### config.mk
export PLATFORM = sky130hd
export DESIGN_NAME = mem_bridge_top
export DESIGN_NICKNAME = d
export VERILOG_FILES = /design/src/common/mem_bridge_pkg.sv /design/src/hdl/mem_bridge_top.sv /design/src/issue/app_cmd_issue.sv /design/src/front/req_capture.sv /design/src/hdl/sync_fifo.sv
export SDC_FILE = /design/constraint.sdc
export NUM_CORES = 1
export LEC_CHECK = 0
export BUFFER_PORTS_ARGS = -buffer_cell sky130_fd_sc_hd__buf_2
export CAP_MARGIN = 5
export CORE_UTILIZATION = 51
export CTS_CLUSTER_SIZE = 10
export DETAILED_ROUTE_END_ITERATION = 10
export PLACE_DENSITY = 0.86
export SYNTH_ARGS = -nofsm -noshare
export SYNTH_HDL_FRONTEND = slang
export SYNTH_SLANG_ARGS = --single-unit
### constraint.sdc
create_clock -name clk -period 4.2 [get_ports clk]
set_input_delay 1.05 -clock clk [delete_from_list [all_inputs] [get_ports clk]]
set_output_delay 1.05 -clock clk [all_outputs]
set_load 0.05 [all_outputs]
### src/common/mem_bridge_pkg.sv
// shared widths and depths for the memory bridge
// core and line payload types, the request record
// application command codes, capture and issue state encodings
`default_nettype none

package mem_bridge_pkg;

    // core side
    localparam int CORE_ADDR_W = 32;
    localparam int CORE_DATA_W = 32;
    localparam int CORE_MASK_W = 4;

    // application side
    localparam int LINE_W         = 128;
    localparam int LINE_MASK_W    = 16;
    localparam int APP_ADDR_W     = 28;
    localparam int WORDS_PER_LINE = 4;

    // entries per fifo
    localparam int FIFO_DEPTH = 4;

    typedef logic [CORE_ADDR_W-1:0] core_addr_t;
    typedef logic [CORE_DATA_W-1:0] core_word_t;
    typedef logic [CORE_MASK_W-1:0] core_mask_t;

    typedef logic [LINE_W-1:0]      line_t;
    typedef logic [LINE_MASK_W-1:0] line_mask_t;
    typedef logic [APP_ADDR_W-1:0]  app_addr_t;

    typedef enum logic [2:0] {
        APP_CMD_WRITE = 3'd0,
        APP_CMD_READ  = 3'd1
    } app_cmd_t;

    // one queued core request, mask is zero for reads
    typedef struct packed {
        logic       wr;
        core_addr_t addr;
        core_word_t data;
        core_mask_t mask;
    } req_t;

    typedef enum logic [1:0] {
        FRONT_CALIB = 2'd0,
        FRONT_IDLE  = 2'd1,
        FRONT_WRITE = 2'd2,
        FRONT_READ  = 2'd3
    } front_state_t;

    typedef enum logic [1:0] {
        ISSUE_IDLE      = 2'd0,
        ISSUE_CMD_WDATA = 2'd1,
        ISSUE_CMD       = 2'd2,
        ISSUE_WDATA     = 2'd3
    } issue_state_t;

endpackage

`default_nettype wire
### src/hdl/mem_bridge_top.sv
// bridge top: core port to dram application port
// capture stage, request fifo, command issue, read-return fifo
`timescale 1ns/10ps
`default_nettype none

module mem_bridge_top (
    input  wire                                clk,
    input  wire                                rst_x_async,
    // core port
    input  wire                                i_wr_en,
    input  wire                                i_rd_en,
    input  wire mem_bridge_pkg::core_addr_t    i_addr,
    input  wire mem_bridge_pkg::core_word_t    i_wdata,
    input  wire mem_bridge_pkg::core_mask_t    i_mask,
    output mem_bridge_pkg::line_t              o_rd_data,
    output logic                               o_busy,
    // application port
    input  wire                                i_calib_done,
    input  wire                                i_app_rdy,
    input  wire                                i_app_wdf_rdy,
    input  wire mem_bridge_pkg::line_t         i_app_rd_data,
    input  wire                                i_app_rd_data_valid,
    output logic                               o_app_en,
    output mem_bridge_pkg::app_cmd_t           o_app_cmd,
    output mem_bridge_pkg::app_addr_t          o_app_addr,
    output logic                               o_app_wdf_wren,
    output mem_bridge_pkg::line_t              o_app_wdf_data,
    output mem_bridge_pkg::line_mask_t         o_app_wdf_mask
);

    // capture -> request fifo -> issue
    logic                  req_push;
    mem_bridge_pkg::req_t  req_in;
    logic                  req_pop;
    mem_bridge_pkg::req_t  req_head;
    logic                  req_empty;
    logic                  req_full;

    // read data back to capture
    logic                  rd_pop;
    mem_bridge_pkg::line_t rd_line;
    logic                  rd_empty;
    logic                  rd_fifo_full;

    req_capture u_capture (
        .clk          (clk),
        .rst_x_async  (rst_x_async),
        .i_calib_done (i_calib_done),
        .i_wr_en      (i_wr_en),
        .i_rd_en      (i_rd_en),
        .i_addr       (i_addr),
        .i_wdata      (i_wdata),
        .i_mask       (i_mask),
        .i_req_full   (req_full),
        .i_rd_empty   (rd_empty),
        .i_rd_line    (rd_line),
        .o_req_push   (req_push),
        .o_req        (req_in),
        .o_rd_pop     (rd_pop),
        .o_rd_data    (o_rd_data),
        .o_busy       (o_busy)
    );

    sync_fifo #(
        .payload_t (mem_bridge_pkg::req_t),
        .DEPTH     (mem_bridge_pkg::FIFO_DEPTH)
    ) u_req_fifo (
        .clk         (clk),
        .rst_x_async (rst_x_async),
        .i_push      (req_push),
        .i_push_data (req_in),
        .i_pop       (req_pop),
        .o_pop_data  (req_head),
        .o_empty     (req_empty),
        .o_full      (req_full)
    );

    app_cmd_issue u_issue (
        .clk            (clk),
        .rst_x_async    (rst_x_async),
        .i_req_empty    (req_empty),
        .i_req          (req_head),
        .i_app_rdy      (i_app_rdy),
        .i_app_wdf_rdy  (i_app_wdf_rdy),
        .o_req_pop      (req_pop),
        .o_app_en       (o_app_en),
        .o_app_cmd      (o_app_cmd),
        .o_app_addr     (o_app_addr),
        .o_app_wdf_wren (o_app_wdf_wren),
        .o_app_wdf_data (o_app_wdf_data),
        .o_app_wdf_mask (o_app_wdf_mask)
    );

    // no back-pressure toward the controller, one read in flight at most
    sync_fifo #(
        .payload_t (mem_bridge_pkg::line_t),
        .DEPTH     (mem_bridge_pkg::FIFO_DEPTH)
    ) u_rd_fifo (
        .clk         (clk),
        .rst_x_async (rst_x_async),
        .i_push      (i_app_rd_data_valid),
        .i_push_data (i_app_rd_data),
        .i_pop       (rd_pop),
        .o_pop_data  (rd_line),
        .o_empty     (rd_empty),
        .o_full      (rd_fifo_full)
    );

endmodule

`default_nettype wire

### src/issue/app_cmd_issue.sv
// application port issue: command and write data with separate readiness
// idle/cmd_wdata/cmd/wdata fsm, chains into the next queued request
// lane mapping of the core word into the 128-bit line
`timescale 1ns/10ps
`default_nettype none

module app_cmd_issue (
    input  wire                             clk,
    input  wire                             rst_x_async,
    input  wire                             i_req_empty,
    input  wire mem_bridge_pkg::req_t       i_req,
    input  wire                             i_app_rdy,
    input  wire                             i_app_wdf_rdy,
    output logic                            o_req_pop,
    output logic                            o_app_en,
    output mem_bridge_pkg::app_cmd_t        o_app_cmd,
    output mem_bridge_pkg::app_addr_t       o_app_addr,
    output logic                            o_app_wdf_wren,
    output mem_bridge_pkg::line_t           o_app_wdf_data,
    output mem_bridge_pkg::line_mask_t      o_app_wdf_mask
);

    mem_bridge_pkg::issue_state_t state;
    logic                         can_take;
    logic [1:0]                   lane;
    mem_bridge_pkg::app_addr_t    line_addr;
    mem_bridge_pkg::line_t        line_data;
    mem_bridge_pkg::line_mask_t   line_mask;

    // free now, or every outstanding handshake completes this cycle
    always_comb begin
        case (state)
            mem_bridge_pkg::ISSUE_IDLE:      can_take = 1'b1;
            mem_bridge_pkg::ISSUE_CMD_WDATA: can_take = i_app_rdy && i_app_wdf_rdy;
            mem_bridge_pkg::ISSUE_CMD:       can_take = i_app_rdy;
            mem_bridge_pkg::ISSUE_WDATA:     can_take = i_app_wdf_rdy;
            default:                         can_take = 1'b0;
        endcase
    end

    assign o_req_pop = can_take && !i_req_empty;

    // lane mapping
    assign lane      = i_req.addr[3:2];
    assign line_addr = {2'b00, i_req.addr[26:4], 3'b000};
    assign line_data = {mem_bridge_pkg::WORDS_PER_LINE{i_req.data}};

    always_comb begin
        // unselected lanes stay masked off
        line_mask = '1;
        line_mask[lane*mem_bridge_pkg::CORE_MASK_W +: mem_bridge_pkg::CORE_MASK_W] = i_req.mask;
    end

    always_ff @(posedge clk or negedge rst_x_async) begin
        if (!rst_x_async) begin
            state          <= mem_bridge_pkg::ISSUE_IDLE;
            o_app_en       <= 1'b0;
            o_app_wdf_wren <= 1'b0;
        end else if (o_req_pop) begin
            o_app_en       <= 1'b1;
            o_app_wdf_wren <= i_req.wr;
            state          <= i_req.wr ? mem_bridge_pkg::ISSUE_CMD_WDATA
                                       : mem_bridge_pkg::ISSUE_CMD;
        end else begin
            case (state)
                mem_bridge_pkg::ISSUE_CMD_WDATA: begin
                    if (i_app_rdy && i_app_wdf_rdy) begin
                        o_app_en       <= 1'b0;
                        o_app_wdf_wren <= 1'b0;
                        state          <= mem_bridge_pkg::ISSUE_IDLE;
                    end else if (i_app_rdy) begin
                        // command taken, data still waiting
                        o_app_en <= 1'b0;
                        state    <= mem_bridge_pkg::ISSUE_WDATA;
                    end else if (i_app_wdf_rdy) begin
                        o_app_wdf_wren <= 1'b0;
                        state          <= mem_bridge_pkg::ISSUE_CMD;
                    end
                end
                mem_bridge_pkg::ISSUE_CMD: begin
                    if (i_app_rdy) begin
                        o_app_en <= 1'b0;
                        state    <= mem_bridge_pkg::ISSUE_IDLE;
                    end
                end
                mem_bridge_pkg::ISSUE_WDATA: begin
                    if (i_app_wdf_rdy) begin
                        o_app_wdf_wren <= 1'b0;
                        state          <= mem_bridge_pkg::ISSUE_IDLE;
                    end
                end
                default: begin
                    o_app_en       <= 1'b0;
                    o_app_wdf_wren <= 1'b0;
                    state          <= mem_bridge_pkg::ISSUE_IDLE;
                end
            endcase
        end
    end

    // command payload, loaded with the pop
    always_ff @(posedge clk) begin
        if (o_req_pop) begin
            o_app_cmd      <= i_req.wr ? mem_bridge_pkg::APP_CMD_WRITE
                                       : mem_bridge_pkg::APP_CMD_READ;
            o_app_addr     <= line_addr;
            o_app_wdf_data <= line_data;
            o_app_wdf_mask <= line_mask;
        end
    end

endmodule

`default_nettype wire

### src/front/req_capture.sv
// core request capture: calibration synchronizer and busy flag
// calib/idle/write/read fsm, request record build, read line return
`timescale 1ns/10ps
`default_nettype none

module req_capture (
    input  wire                             clk,
    input  wire                             rst_x_async,
    input  wire                             i_calib_done,
    input  wire                             i_wr_en,
    input  wire                             i_rd_en,
    input  wire mem_bridge_pkg::core_addr_t i_addr,
    input  wire mem_bridge_pkg::core_word_t i_wdata,
    input  wire mem_bridge_pkg::core_mask_t i_mask,
    input  wire                             i_req_full,
    input  wire                             i_rd_empty,
    input  wire mem_bridge_pkg::line_t      i_rd_line,
    output logic                            o_req_push,
    output mem_bridge_pkg::req_t            o_req,
    output logic                            o_rd_pop,
    output mem_bridge_pkg::line_t           o_rd_data,
    output logic                            o_busy
);

    mem_bridge_pkg::front_state_t state;
    logic                         calib_sync1;
    logic                         calib_sync2;
    logic                         accept;

    // two-flop synchronizer for the calibration flag
    always_ff @(posedge clk or negedge rst_x_async) begin
        if (!rst_x_async) begin
            calib_sync1 <= 1'b0;
            calib_sync2 <= 1'b0;
        end else begin
            calib_sync1 <= i_calib_done;
            calib_sync2 <= calib_sync1;
        end
    end

    assign accept   = (state == mem_bridge_pkg::FRONT_IDLE) && (i_wr_en || i_rd_en);
    assign o_rd_pop = (state == mem_bridge_pkg::FRONT_READ) && !i_rd_empty;
    assign o_busy   = (state != mem_bridge_pkg::FRONT_IDLE);

    always_ff @(posedge clk or negedge rst_x_async) begin
        if (!rst_x_async) begin
            state      <= mem_bridge_pkg::FRONT_CALIB;
            o_req_push <= 1'b0;
        end else begin
            case (state)
                mem_bridge_pkg::FRONT_CALIB: begin
                    if (calib_sync2) begin
                        state <= mem_bridge_pkg::FRONT_IDLE;
                    end
                end
                mem_bridge_pkg::FRONT_IDLE: begin
                    if (i_wr_en) begin
                        state      <= mem_bridge_pkg::FRONT_WRITE;
                        o_req_push <= 1'b1;
                    end else if (i_rd_en) begin
                        state      <= mem_bridge_pkg::FRONT_READ;
                        o_req_push <= 1'b1;
                    end
                end
                mem_bridge_pkg::FRONT_WRITE: begin
                    // push lands on this edge once there is room
                    if (!i_req_full) begin
                        state      <= mem_bridge_pkg::FRONT_IDLE;
                        o_req_push <= 1'b0;
                    end
                end
                mem_bridge_pkg::FRONT_READ: begin
                    if (!i_req_full) begin
                        o_req_push <= 1'b0;
                    end
                    if (!i_rd_empty) begin
                        state <= mem_bridge_pkg::FRONT_IDLE;
                    end
                end
                default: begin
                    state      <= mem_bridge_pkg::FRONT_CALIB;
                    o_req_push <= 1'b0;
                end
            endcase
        end
    end

    // request record and returned line
    always_ff @(posedge clk) begin
        if (accept) begin
            o_req.wr   <= i_wr_en;
            o_req.addr <= i_addr;
            o_req.data <= i_wdata;
            o_req.mask <= i_wr_en ? i_mask : '0;
        end
        if (o_rd_pop) begin
            o_rd_data <= i_rd_line;
        end
    end

endmodule

`default_nettype wire

### src/hdl/sync_fifo.sv
// synchronous fifo with a type-parameterized payload
// head entry is visible on the pop side (first-word fall-through)
`timescale 1ns/10ps
`default_nettype none

module sync_fifo #(
    parameter type payload_t = logic [7:0],
    parameter int  DEPTH     = 4
) (
    input  wire           clk,
    input  wire           rst_x_async,
    input  wire           i_push,
    input  wire payload_t i_push_data,
    input  wire           i_pop,
    output payload_t      o_pop_data,
    output logic          o_empty,
    output logic          o_full
);

    localparam int PTR_W = (DEPTH > 1) ? $clog2(DEPTH) : 1;
    localparam int CNT_W = $clog2(DEPTH + 1);

    payload_t           mem [DEPTH];
    logic [PTR_W-1:0]   wr_ptr;
    logic [PTR_W-1:0]   rd_ptr;
    logic [CNT_W-1:0]   count;
    logic               do_push;
    logic               do_pop;

    assign do_push = i_push && !o_full;
    assign do_pop  = i_pop && !o_empty;

    assign o_empty    = (count == '0);
    assign o_full     = (count == CNT_W'(DEPTH));
    assign o_pop_data = mem[rd_ptr];

    always_ff @(posedge clk or negedge rst_x_async) begin
        if (!rst_x_async) begin
            wr_ptr <= '0;
            rd_ptr <= '0;
            count  <= '0;
        end else begin
            if (do_push) begin
                wr_ptr <= (wr_ptr == PTR_W'(DEPTH - 1)) ? '0 : wr_ptr + 1'b1;
            end
            if (do_pop) begin
                rd_ptr <= (rd_ptr == PTR_W'(DEPTH - 1)) ? '0 : rd_ptr + 1'b1;
            end
            // occupancy only moves when exactly one side acts
            if (do_push && !do_pop) begin
                count <= count + 1'b1;
            end else if (do_pop && !do_push) begin
                count <= count - 1'b1;
            end
        end
    end

    // storage
    always_ff @(posedge clk) begin
        if (do_push) begin
            mem[wr_ptr] <= i_push_data;
        end
    end

endmodule

`default_nettype wire

# Word level (Yosys, flattened, before mapping)
# Memories as Yosys holds them, arrays and structs flattened. A register that Yosys moved wholly into a read port is not among the register bits.
# Cells that the tools add are included.
# word_totals
output_inout_bits	306
memories	2
ff_bits	262
mem_bits_rw	788
# mem_list
name	depth	word_bits	read_ports	rd_clocked_by_memory_dff	write_ports	line	source
u_rd_fifo.mem	4	128	1	1	1	sync_fifo.sv:23	payload_t mem [DEPTH];
u_req_fifo.mem	4	69	1	0	1	sync_fifo.sv:23	
# classes
bitwise_logic	2
n_addsub	9
n_reduce_logical	33
mux	41
shift	2
n_eq_ne	24
# ops
op	n
negation 4 -> 34 bit	1
variable shift 4 x 34 -> 16 bit (first input constant)	1
variable part select 4 x 34 -> 16 bit	1
2-to-1 mux 2 bit	16
equality test 2 bit (second input constant)	8
inverter 16 bit	1
bitwise OR 16 bit	1
2-to-1 mux 1 bit	15
logical AND 1 bit	12
2-to-1 mux 3 bit	4
!= test 2 bit (second input constant)	5
!= test 3 bit (second input constant)	3
adder 2 x 1 -> 2 bit (second input constant)	4
logical NOT 1 bit	8
case mux 2 bit (4 select lines)	1
adder 3 x 1 -> 3 bit (second input constant)	2
equality test 3 bit (second input constant)	2
logical NOT 3 bit	2
case mux 1 bit (3 select lines)	2
case mux 2 bit (3 select lines)	1
AND reduction 3 bit	2
nonzero test 2 bit	3
subtractor 3 x 1 -> 3 bit (second input constant)	2
!= test 5 x 4 -> 1 bit (second input constant)	1
10 further kinds	13

# Depth between registers and ports, before layout
# Gate-level depths: netlist of the first run.
# logic_depth
word_depth	7
mapped_depth	10

# Cells and area by module
# Synthesis of the first run repeated with hierarchy kept, for this count alone.
# unflattened
cells_unflattened	1580
hier_area_um2	39038.7
# by_module_without_submodules
module	cells_per_inst	n_inst	area_per_inst_um2
sync_fifo (u_rd_fifo)	706	1	18908.1
sync_fifo (u_req_fifo)	398	1	10488.8
req_capture	221	1	6155.9
app_cmd_issue	255	1	3485.8

# Worst setup path after synthesis of the first run
# Ideal clock, no wire load.
# synth_timing
path_kind	input port to flip-flop
start	in i_app_rd_data_valid
end	mem u_rd_fifo.mem[0][0] (netlist name), enable pin
setup_ns	0.502
cell_stages	2
path_slack_ns	-0.687
arrival_ns	4.385
required_ns	3.698
path_cell_list	a21boi_1 and2_1
# synth_between
elab_chain_len	3
# synth_lines
element	line	source
start: declaration	mem_bridge_top.sv:22	input wire i_app_rd_data_valid,
logical AND 1 bit	sync_fifo.sv:30	assign do_push = i_push && !o_full;
2-to-1 mux 1 bit	sync_fifo.sv:60	if (do_push) begin
2-to-1 mux 1 bit (implied by the code)	sync_fifo.sv:61	mem[wr_ptr] <= i_push_data;
end: declaration	sync_fifo.sv:23	
# No other way between the ends.

# Worst setup path after layout of the first run
# layout_timing
start	reg u_rd_fifo.count[0]
end	reg u_capture.o_rd_data[108] (read register of u_rd_fifo.mem), enable pin
# layout_between
elab_chain_len	3
# layout_lines
element	line	source
start: declaration	sync_fifo.sv:26	logic [CNT_W-1:0] count;
start signal: assignment	sync_fifo.sv:51	count <= count + 1'b1;
start signal: assignment	sync_fifo.sv:53	count <= count - 1'b1;
logical NOT 3 bit	sync_fifo.sv:33	assign o_empty = (count == '0);
logical NOT 1 bit	req_capture.sv:42	assign o_rd_pop = (state == mem_bridge_pkg::FRONT_READ) && !i_rd_empty;
logical AND 1 bit	req_capture.sv:42	
net rd_pop	mem_bridge_top.sv:40	logic rd_pop;
end: declaration	req_capture.sv:21	output mem_bridge_pkg::line_t o_rd_data,
# The timed path passes the listed nets, and every way through them passes these cells.
# A chain may end at the register's enable or synchronous reset.

==> impl_metrics.toml, run 1 <==
[run_status]
outcome = "finished, final reports clean"

[timing]
timing.fmax_mhz = 357
rsz0062_at_grt = "false"
slew_headroom_pct = 19.0
hold_viol = 0
tns_ns = 0
slew_viol_final = 0
setup_viol = 0
skew_ns = 0.0918
tightest_slew_ns = 1.22
finalCriticalPeriod_ns = 2.80
min_period_over_period_pct = 66.7

[clock_network]
numClockSinks = 1045
cts_hold_repair.buffers = 0
cts-root-buf = "clkbuf_16"
insertion_delay_ns = 0.71
clk_path_buf_depth = 3
cts_tree = "done"
cts_setup_buffers = 0
numCtsBuffers = 115
cts_resized = 0
htree_levels = 3
clk_pin_slew_ns = 0.06

[yosys]
synth_most_common_cell = "edfxtp_1"
synth.distinct_cells = 47
synthFlopType = "edfxtp_1"
synth_xor_area_share_pct = 0.140
ys_top_cells_by_count = "edfxtp_1 (1,022), mux4_2 (186), buf_4 (103)"
syn_inst = 1532
synth_top_area_cell = "edfxtp_1"
ys_seq_area_share_pct = 83.2
postSynthAreaPerCell_sq_um = 24.5
synth_fa_ha_area_share_pct = 0.773
synthMuxAreaShare_pct = 11.7
synth_edf_count = 1022
synth_top_cells_by_area = "edfxtp_1 (82%), mux4_2 (11%), buf_4 (2.1%), dfrtp_1 (1.5%), ha_1 (0.67%)"
synth_compound_area_share_pct = 0.726
synthSimpleGateAreaFrac_pct = 0.613
synth_top_cell_area_share_pct = 81.7
ys_async_sr_fraction_pct = 2.20
synth_top_family_by_area = "multiplexers"
yosys_register_bits = 1045
ys_warn_count = 0
syn_area_sq_um = 37600

[power]
p_sw_share_pct = 38.2
cellPowerDensity_nw_per_um2 = 891
pwr-share-clk_pct = 22.9
leakagePower_uw = 0.0151
fin_total_pwr_uw = 39200
internal-power_uw = 24200
power_frac_seq_pct = 43.5
p_comb_share_pct = 33.7
power_switching_uw = 14900
peakVddDrop_v = 0.000958

[drt]
first_pass_iters = 7
route.vias.total = 17500
drc = 0
wirelength_microns = 84800
dr.first_iter.drc_count = 1814
avgRoutedWirePerCell_microns = 27.8
ant_nets = 0
viasPerCell = 5.75

[placed_design]
dp_hpwl_microns = 49000
portBuffers = 495
dp.cells = 2868
globalplace.congestion = 0.785

[finish]
nets = 2252
area_delta_synth_final_pct = 16.9
drive_above_1_share_pct = 41.5
finalCoreUtilization_pct = 60.2
instances_no_fill = 3046

[global_routing]
grt_usage_pct = 22.6
grt_pass1_wl_microns = 122000
antenna_found_initial = 20
first_global_vias = 18500
grt_max_degree = 120
overflow = 0

[worst_setup_path]
crit_type = "reg2reg"
path_max_fanout = 98
required_ns = 4.53
slowest_stage = "o311ai_1"
path_cells = "o311ai_1 > inv_6 > buf_4"
critical_path.startpoint_type = "flop"
critPathCaptureType = "flop"
slowest_delay_ns = 0.85
cp.arrival_ns = 3.13

[floorplan]
io_pins = 510
fp-row-count = 99
core_area_sq_um = 73000
initial_core_util_pct = 51.5
die_h_microns = 273
die-area_sq_um = 74800
fp.dieW_microns = 273

[worst_hold_path]
hp-class = "reg2reg"

[run]
cap_violations = 0
-- cells in the final DEF (no fill, tap or decap), drive strengths merged, types with 2 or more instances in the layout --
master | netlist | final
clkinv | 0 | 10
nor2b | 2 | 2
conb | 1 | 7
dfrtp | 23 | 23
or2 | 3 | 3
nor3 | 2 | 2
o21a | 2 | 2
clkbuf | 19 | 153
buf | 130 | 520
inv | 17 | 18
edfxtp | 1022 | 1022
ha | 20 | 20
fa | 2 | 2
and2 | 12 | 12
mux4 | 186 | 186
xnor2 | 3 | 3
mux2 | 12 | 12
nor2 | 12 | 12
o311ai | 2 | 2
diode | 0 | 13
a31oi | 4 | 4
o21ai | 23 | 23
xor2 | 3 | 3
a21oi | 2 | 2
nand2 | 4 | 4
mux2i | 9 | 9
-- critical path, delay by kind of cell (launching register included) --
family / cells / cell delay (ns)
compound gates: 1 / 0.85
buf+inv: 2 / 1.02
flops: 1 / 0.44
-- metrics by stage --
step,hold WS [ns],area (sq um),setup slack (ns)
after global placement,0.343,40600,0.996
after global routing,0.365,43900,1.27
final,0.358,43900,1.40
after floorplan,0.331,37600,0.0118
after CTS,0.358,43900,1.38
after detailed placement,0.346,40600,0.942
-- cell type report --
cell class	count	area (sq um)
multi-input cells	327	5310
diodes	13	32.5
flip-flops and latches	1045	31300
fillers	4714	29000
clock inverters	12	245
well taps	959	1200
clock buffers	153	3020
repair buffers	520	2780
inverters	17	68.8
-- path summary, 6_finish.rpt --
| check | to | slack [ns] | cells past startpoint | start |
|---|---|---|---|---|
| min | u_capture.calib_sync2 | 0.36 | 0 | u_capture.calib_sync1 |
| min in group asynchronous | u_issue.o_app_en | 0.37 | 1 | rst_x_async |
| min reg2reg | u_capture.calib_sync2 | 0.36 | 0 | u_capture.calib_sync1 |
| max reg2reg | u_capture.o_rd_data[108] | 1.40 | 3 | u_rd_fifo.count[0] |
| max | u_capture.o_rd_data[108] | 1.40 | 3 | u_rd_fifo.count[0] |
| max in group asynchronous | u_rd_fifo.rd_ptr[1] | 3.30 | 1 | rst_x_async |
-- registers in the layout (all words and copies together) (netlist names), 2 cells and up --
register                count
u_rd_fifo.count             3
u_req_fifo.wr_ptr           2
u_capture.state             2
u_req_fifo.mem            248
u_capture.o_req            62
u_rd_fifo.rd_ptr            2
u_issue.o_app_addr         23
u_req_fifo.rd_ptr           2
u_issue.o_app_wdf_mask     16
u_issue.o_app_wdf_data     32
u_req_fifo.count            3
u_rd_fifo.mem             512
u_capture.o_rd_data       128
u_issue.state               2
u_rd_fifo.wr_ptr            2
-- cells by family after synthesis --
family                     Yosys count
buffers and inverters              166
DFF                               1045
xor gates and xnor gates             6
and+or+nand+nor                     42
adders and majority gates           22
AOI/OAI and AO/OA                   43
other                                1
muxes                              207
-- routing by layer --
metal  vias to the layer above  global-route usage, %  routed length [microns]
met5                         -                      0                      107
met4                        18                   7.25                     2380
met3                       167                   6.66                     8040
met2                      1065                   39.3                    44400
met1                      9083                   26.9                    29900
li1                       7191                      -                        -
-- power by group through the flow --
| stage | clock network, uW | logic, uW | registers (uW) |
|---|---|---|---|
| after floorplan | 0 | 7090 | 20000 |
| after global placement | 0 | 12800 | 16800 |
| final | 8950 | 13200 | 17000 |
| after CTS | 9070 | 13300 | 17000 |
| after detailed placement | 0 | 13100 | 17100 |
| after global routing | 9420 | 13800 | 17300 |
(Power assumes the default switching activity.)
==> run 2: changes to the inputs <==
clock period = 2.5 ns   (was 4.2 ns; I/O delays follow)
==> impl_metrics.toml, run 2 (synthesized netlist as in run 1, its figures left out) <==
[run_status]
outcome = "finished, final reports clean"

[worst_hold_path]
hp-class = "in2reg"
hold_depth = 1
hold_start = "i_calib_done"
hold-path-endpoint = "u_capture.calib_sync1"

[finish]
nets = 2293
final.fill_count = 4602
final_common_cell = "edfxtp_1"
regMostFlops = "u_rd_fifo.mem"
drive_above_1_share_pct = 43.1
largest_register_ffs = 512
final_cell_mix = "edfxtp_1 (1,022), buf_2 (495), mux4_2 (186), clkbuf_16 (115), buf_12 (45)"
largest_registers = "u_rd_fifo.mem (512), u_req_fifo.mem (248), u_capture.o_rd_data (128)"
area_delta_synth_final_pct = 18.9

[floorplan]
initial_core_util_pct = 51.5
die-area_sq_um = 74800
fp.dieW_microns = 273
io_pins = 510
fp-row-count = 99
core_area_sq_um = 73000
die_h_microns = 273

[drt]
viasPerCell = 5.80
drc = 0
dr.first_iter.drc_count = 1816
wirelength_microns = 88200
avgRoutedWirePerCell_microns = 28.7
ant_nets = 0
first_pass_iters = 5
route.vias.total = 17800

[worst_setup_path]
crit_type = "reg2reg"
cp.arrival_ns = 2.88
path_common_cell = "ha_1"
reg2reg_to = "u_req_fifo.count[1]"
required_ns = 3.02
critical_path.startpoint_type = "flop"
timing.reg2reg.setup_slack_ns = 0.15
slowest_delay_ns = 0.44
worst_r2r_path_depth = 7
critPathBufInv = 1
crit_family = "adder cells"
slowest_stage = "dfrtp_1"
path_cells = "inv_1 > ha_1 > or2_2 > o211ai_4 > ha_1 > fa_1 > o21ai_0"
path_max_fanout = 5
r2r-start = "u_issue.state[0]"
critPathCaptureType = "flop"

[placed_design]
dp_hpwl_microns = 52600
place_worst_setup_slack_ns = 0.202
globalplace.congestion = 0.804
portBuffers = 495

[timing]
min_period_over_period_pct = 94.2
timing.fmax_mhz = 425
tightest_slew_ns = 0.651
skew_ns = 0.105
slew_viol_final = 0
finalCriticalPeriod_ns = 2.35
slew_headroom_pct = 56.6
fin_ws_ns = 0.146
rsz0062_at_grt = "false"
hold_viol = 0
setup_viol = 0

[clock_network]
cts_setup_buffers = 0
cts-root-buf = "clkbuf_16"
clk_path_buf_depth = 3
cts_tree = "done"
numCtsBuffers = 115
numClockSinks = 1045
clk_pin_slew_ns = 0.05
htree_levels = 3
insertion_delay_ns = 0.73

[power]
power_switching_uw = 25600
leakagePower_uw = 0.0154
power_frac_seq_pct = 42.7
internal-power_uw = 41400
p_sw_share_pct = 38.2
p_comb_share_pct = 35.0
pwr-share-clk_pct = 22.3
peakVddDrop_v = 0.00172
fin_total_pwr_uw = 67000
cellPowerDensity_nw_per_um2 = 1500

[global_routing]
overflow = 0
antenna_found_initial = 30
grt_max_degree = 73
first_global_vias = 18900
grt_pass1_wl_microns = 126000
grt_usage_pct = 23.4

[run]
cap_violations = 0
[run 2: power groups by stage]
stage	clock network (uW)	logic [uW]	registers [uW]
after floorplan	0	12000	33500
final	14900	23500	28600
after global placement	0	22700	28100
after detailed placement	0	23300	28600
after global routing	15700	24500	28900
after CTS	15100	23600	28600
[run 2: worst max-delay path by stage]
stage                       startpoint                     end  slack (ns)  cells past startpoint
finish                u_issue.state[0]     u_req_fifo.count[1]        0.15                      7
global route          u_issue.state[0]     u_req_fifo.count[2]        0.03                      9
CTS                 u_capture.state[1]                  o_busy        0.12                      2
detailed placement    u_issue.state[0]     u_req_fifo.count[1]        0.20                      7
global placement             i_app_rdy     u_req_fifo.count[2]        0.26                      8
floorplan           u_rd_fifo.count[2]  u_capture.o_rd_data[0]       -0.70                      2
[run 2: stage by stage]
stage | hold WS, ns | cell area (sq um) | util [%] | setup TNS (ns) | std cells
6_report | 0.0716 | 44700 | 61.2 | 0 | 3071
3_5_place_dp | 0.354 | 41400 | 56.8 | 0 | 2908
2_1_floorplan | 0.329 | 37700 | - | -110.50 | 1538
3_3_place_gp | 0.349 | 41400 | 56.8 | 0 | 2908
4_1_cts | 0.0335 | 44600 | 61.2 | 0 | 3056
5_1_grt | 0.0460 | 44700 | 61.2 | 0 | 3063
[run 2: worst register-to-register path: stages (launching register included)]
cell and delay (ns):
dfrtp_1 0.44, inv_1 0.11, ha_1 0.27, or2_2 0.35
o211ai_4 0.17, ha_1 0.22, fa_1 0.44, o21ai_0 0.25
[run 2: metal layers]
| layer | vias to the layer above | global-route usage [%] | share of wire (%) |
|---|---|---|---|
| met5 | - | 0 | 0.22 |
| met1 | 9230 | 27.0 | 34 |
| li1 | 7288 | - | - |
| met3 | 214 | 7.24 | 9.5 |
| met4 | 30 | 7.64 | 3.0 |
| met2 | 1059 | 41.6 | 53 |
[run 2: timing repair]
action | 4_1_cts | 5_1_grt
hold buffers | 1 | 0
endpoints found under the hold margin | 10 | 0
endpoints found under the setup margin | 0 | 0
resized for setup | 0 | 0
[run 2: final cells by class]
| class | count | area, sq um | area share (%) |
|---|---|---|---|
| flip-flops and latches | 1045 | 31300 | 70.0 |
| multi-input cells | 327 | 5340 | 11.9 |
| repair buffers | 561 | 3540 | 7.92 |
| clock buffers | 137 | 2960 | 6.63 |
| well taps | 959 | 1200 | 2.69 |
| clock inverters | 10 | 248 | 0.555 |
| inverters | 17 | 71.3 | 0.160 |
| diodes | 15 | 37.5 | 0.0840 |
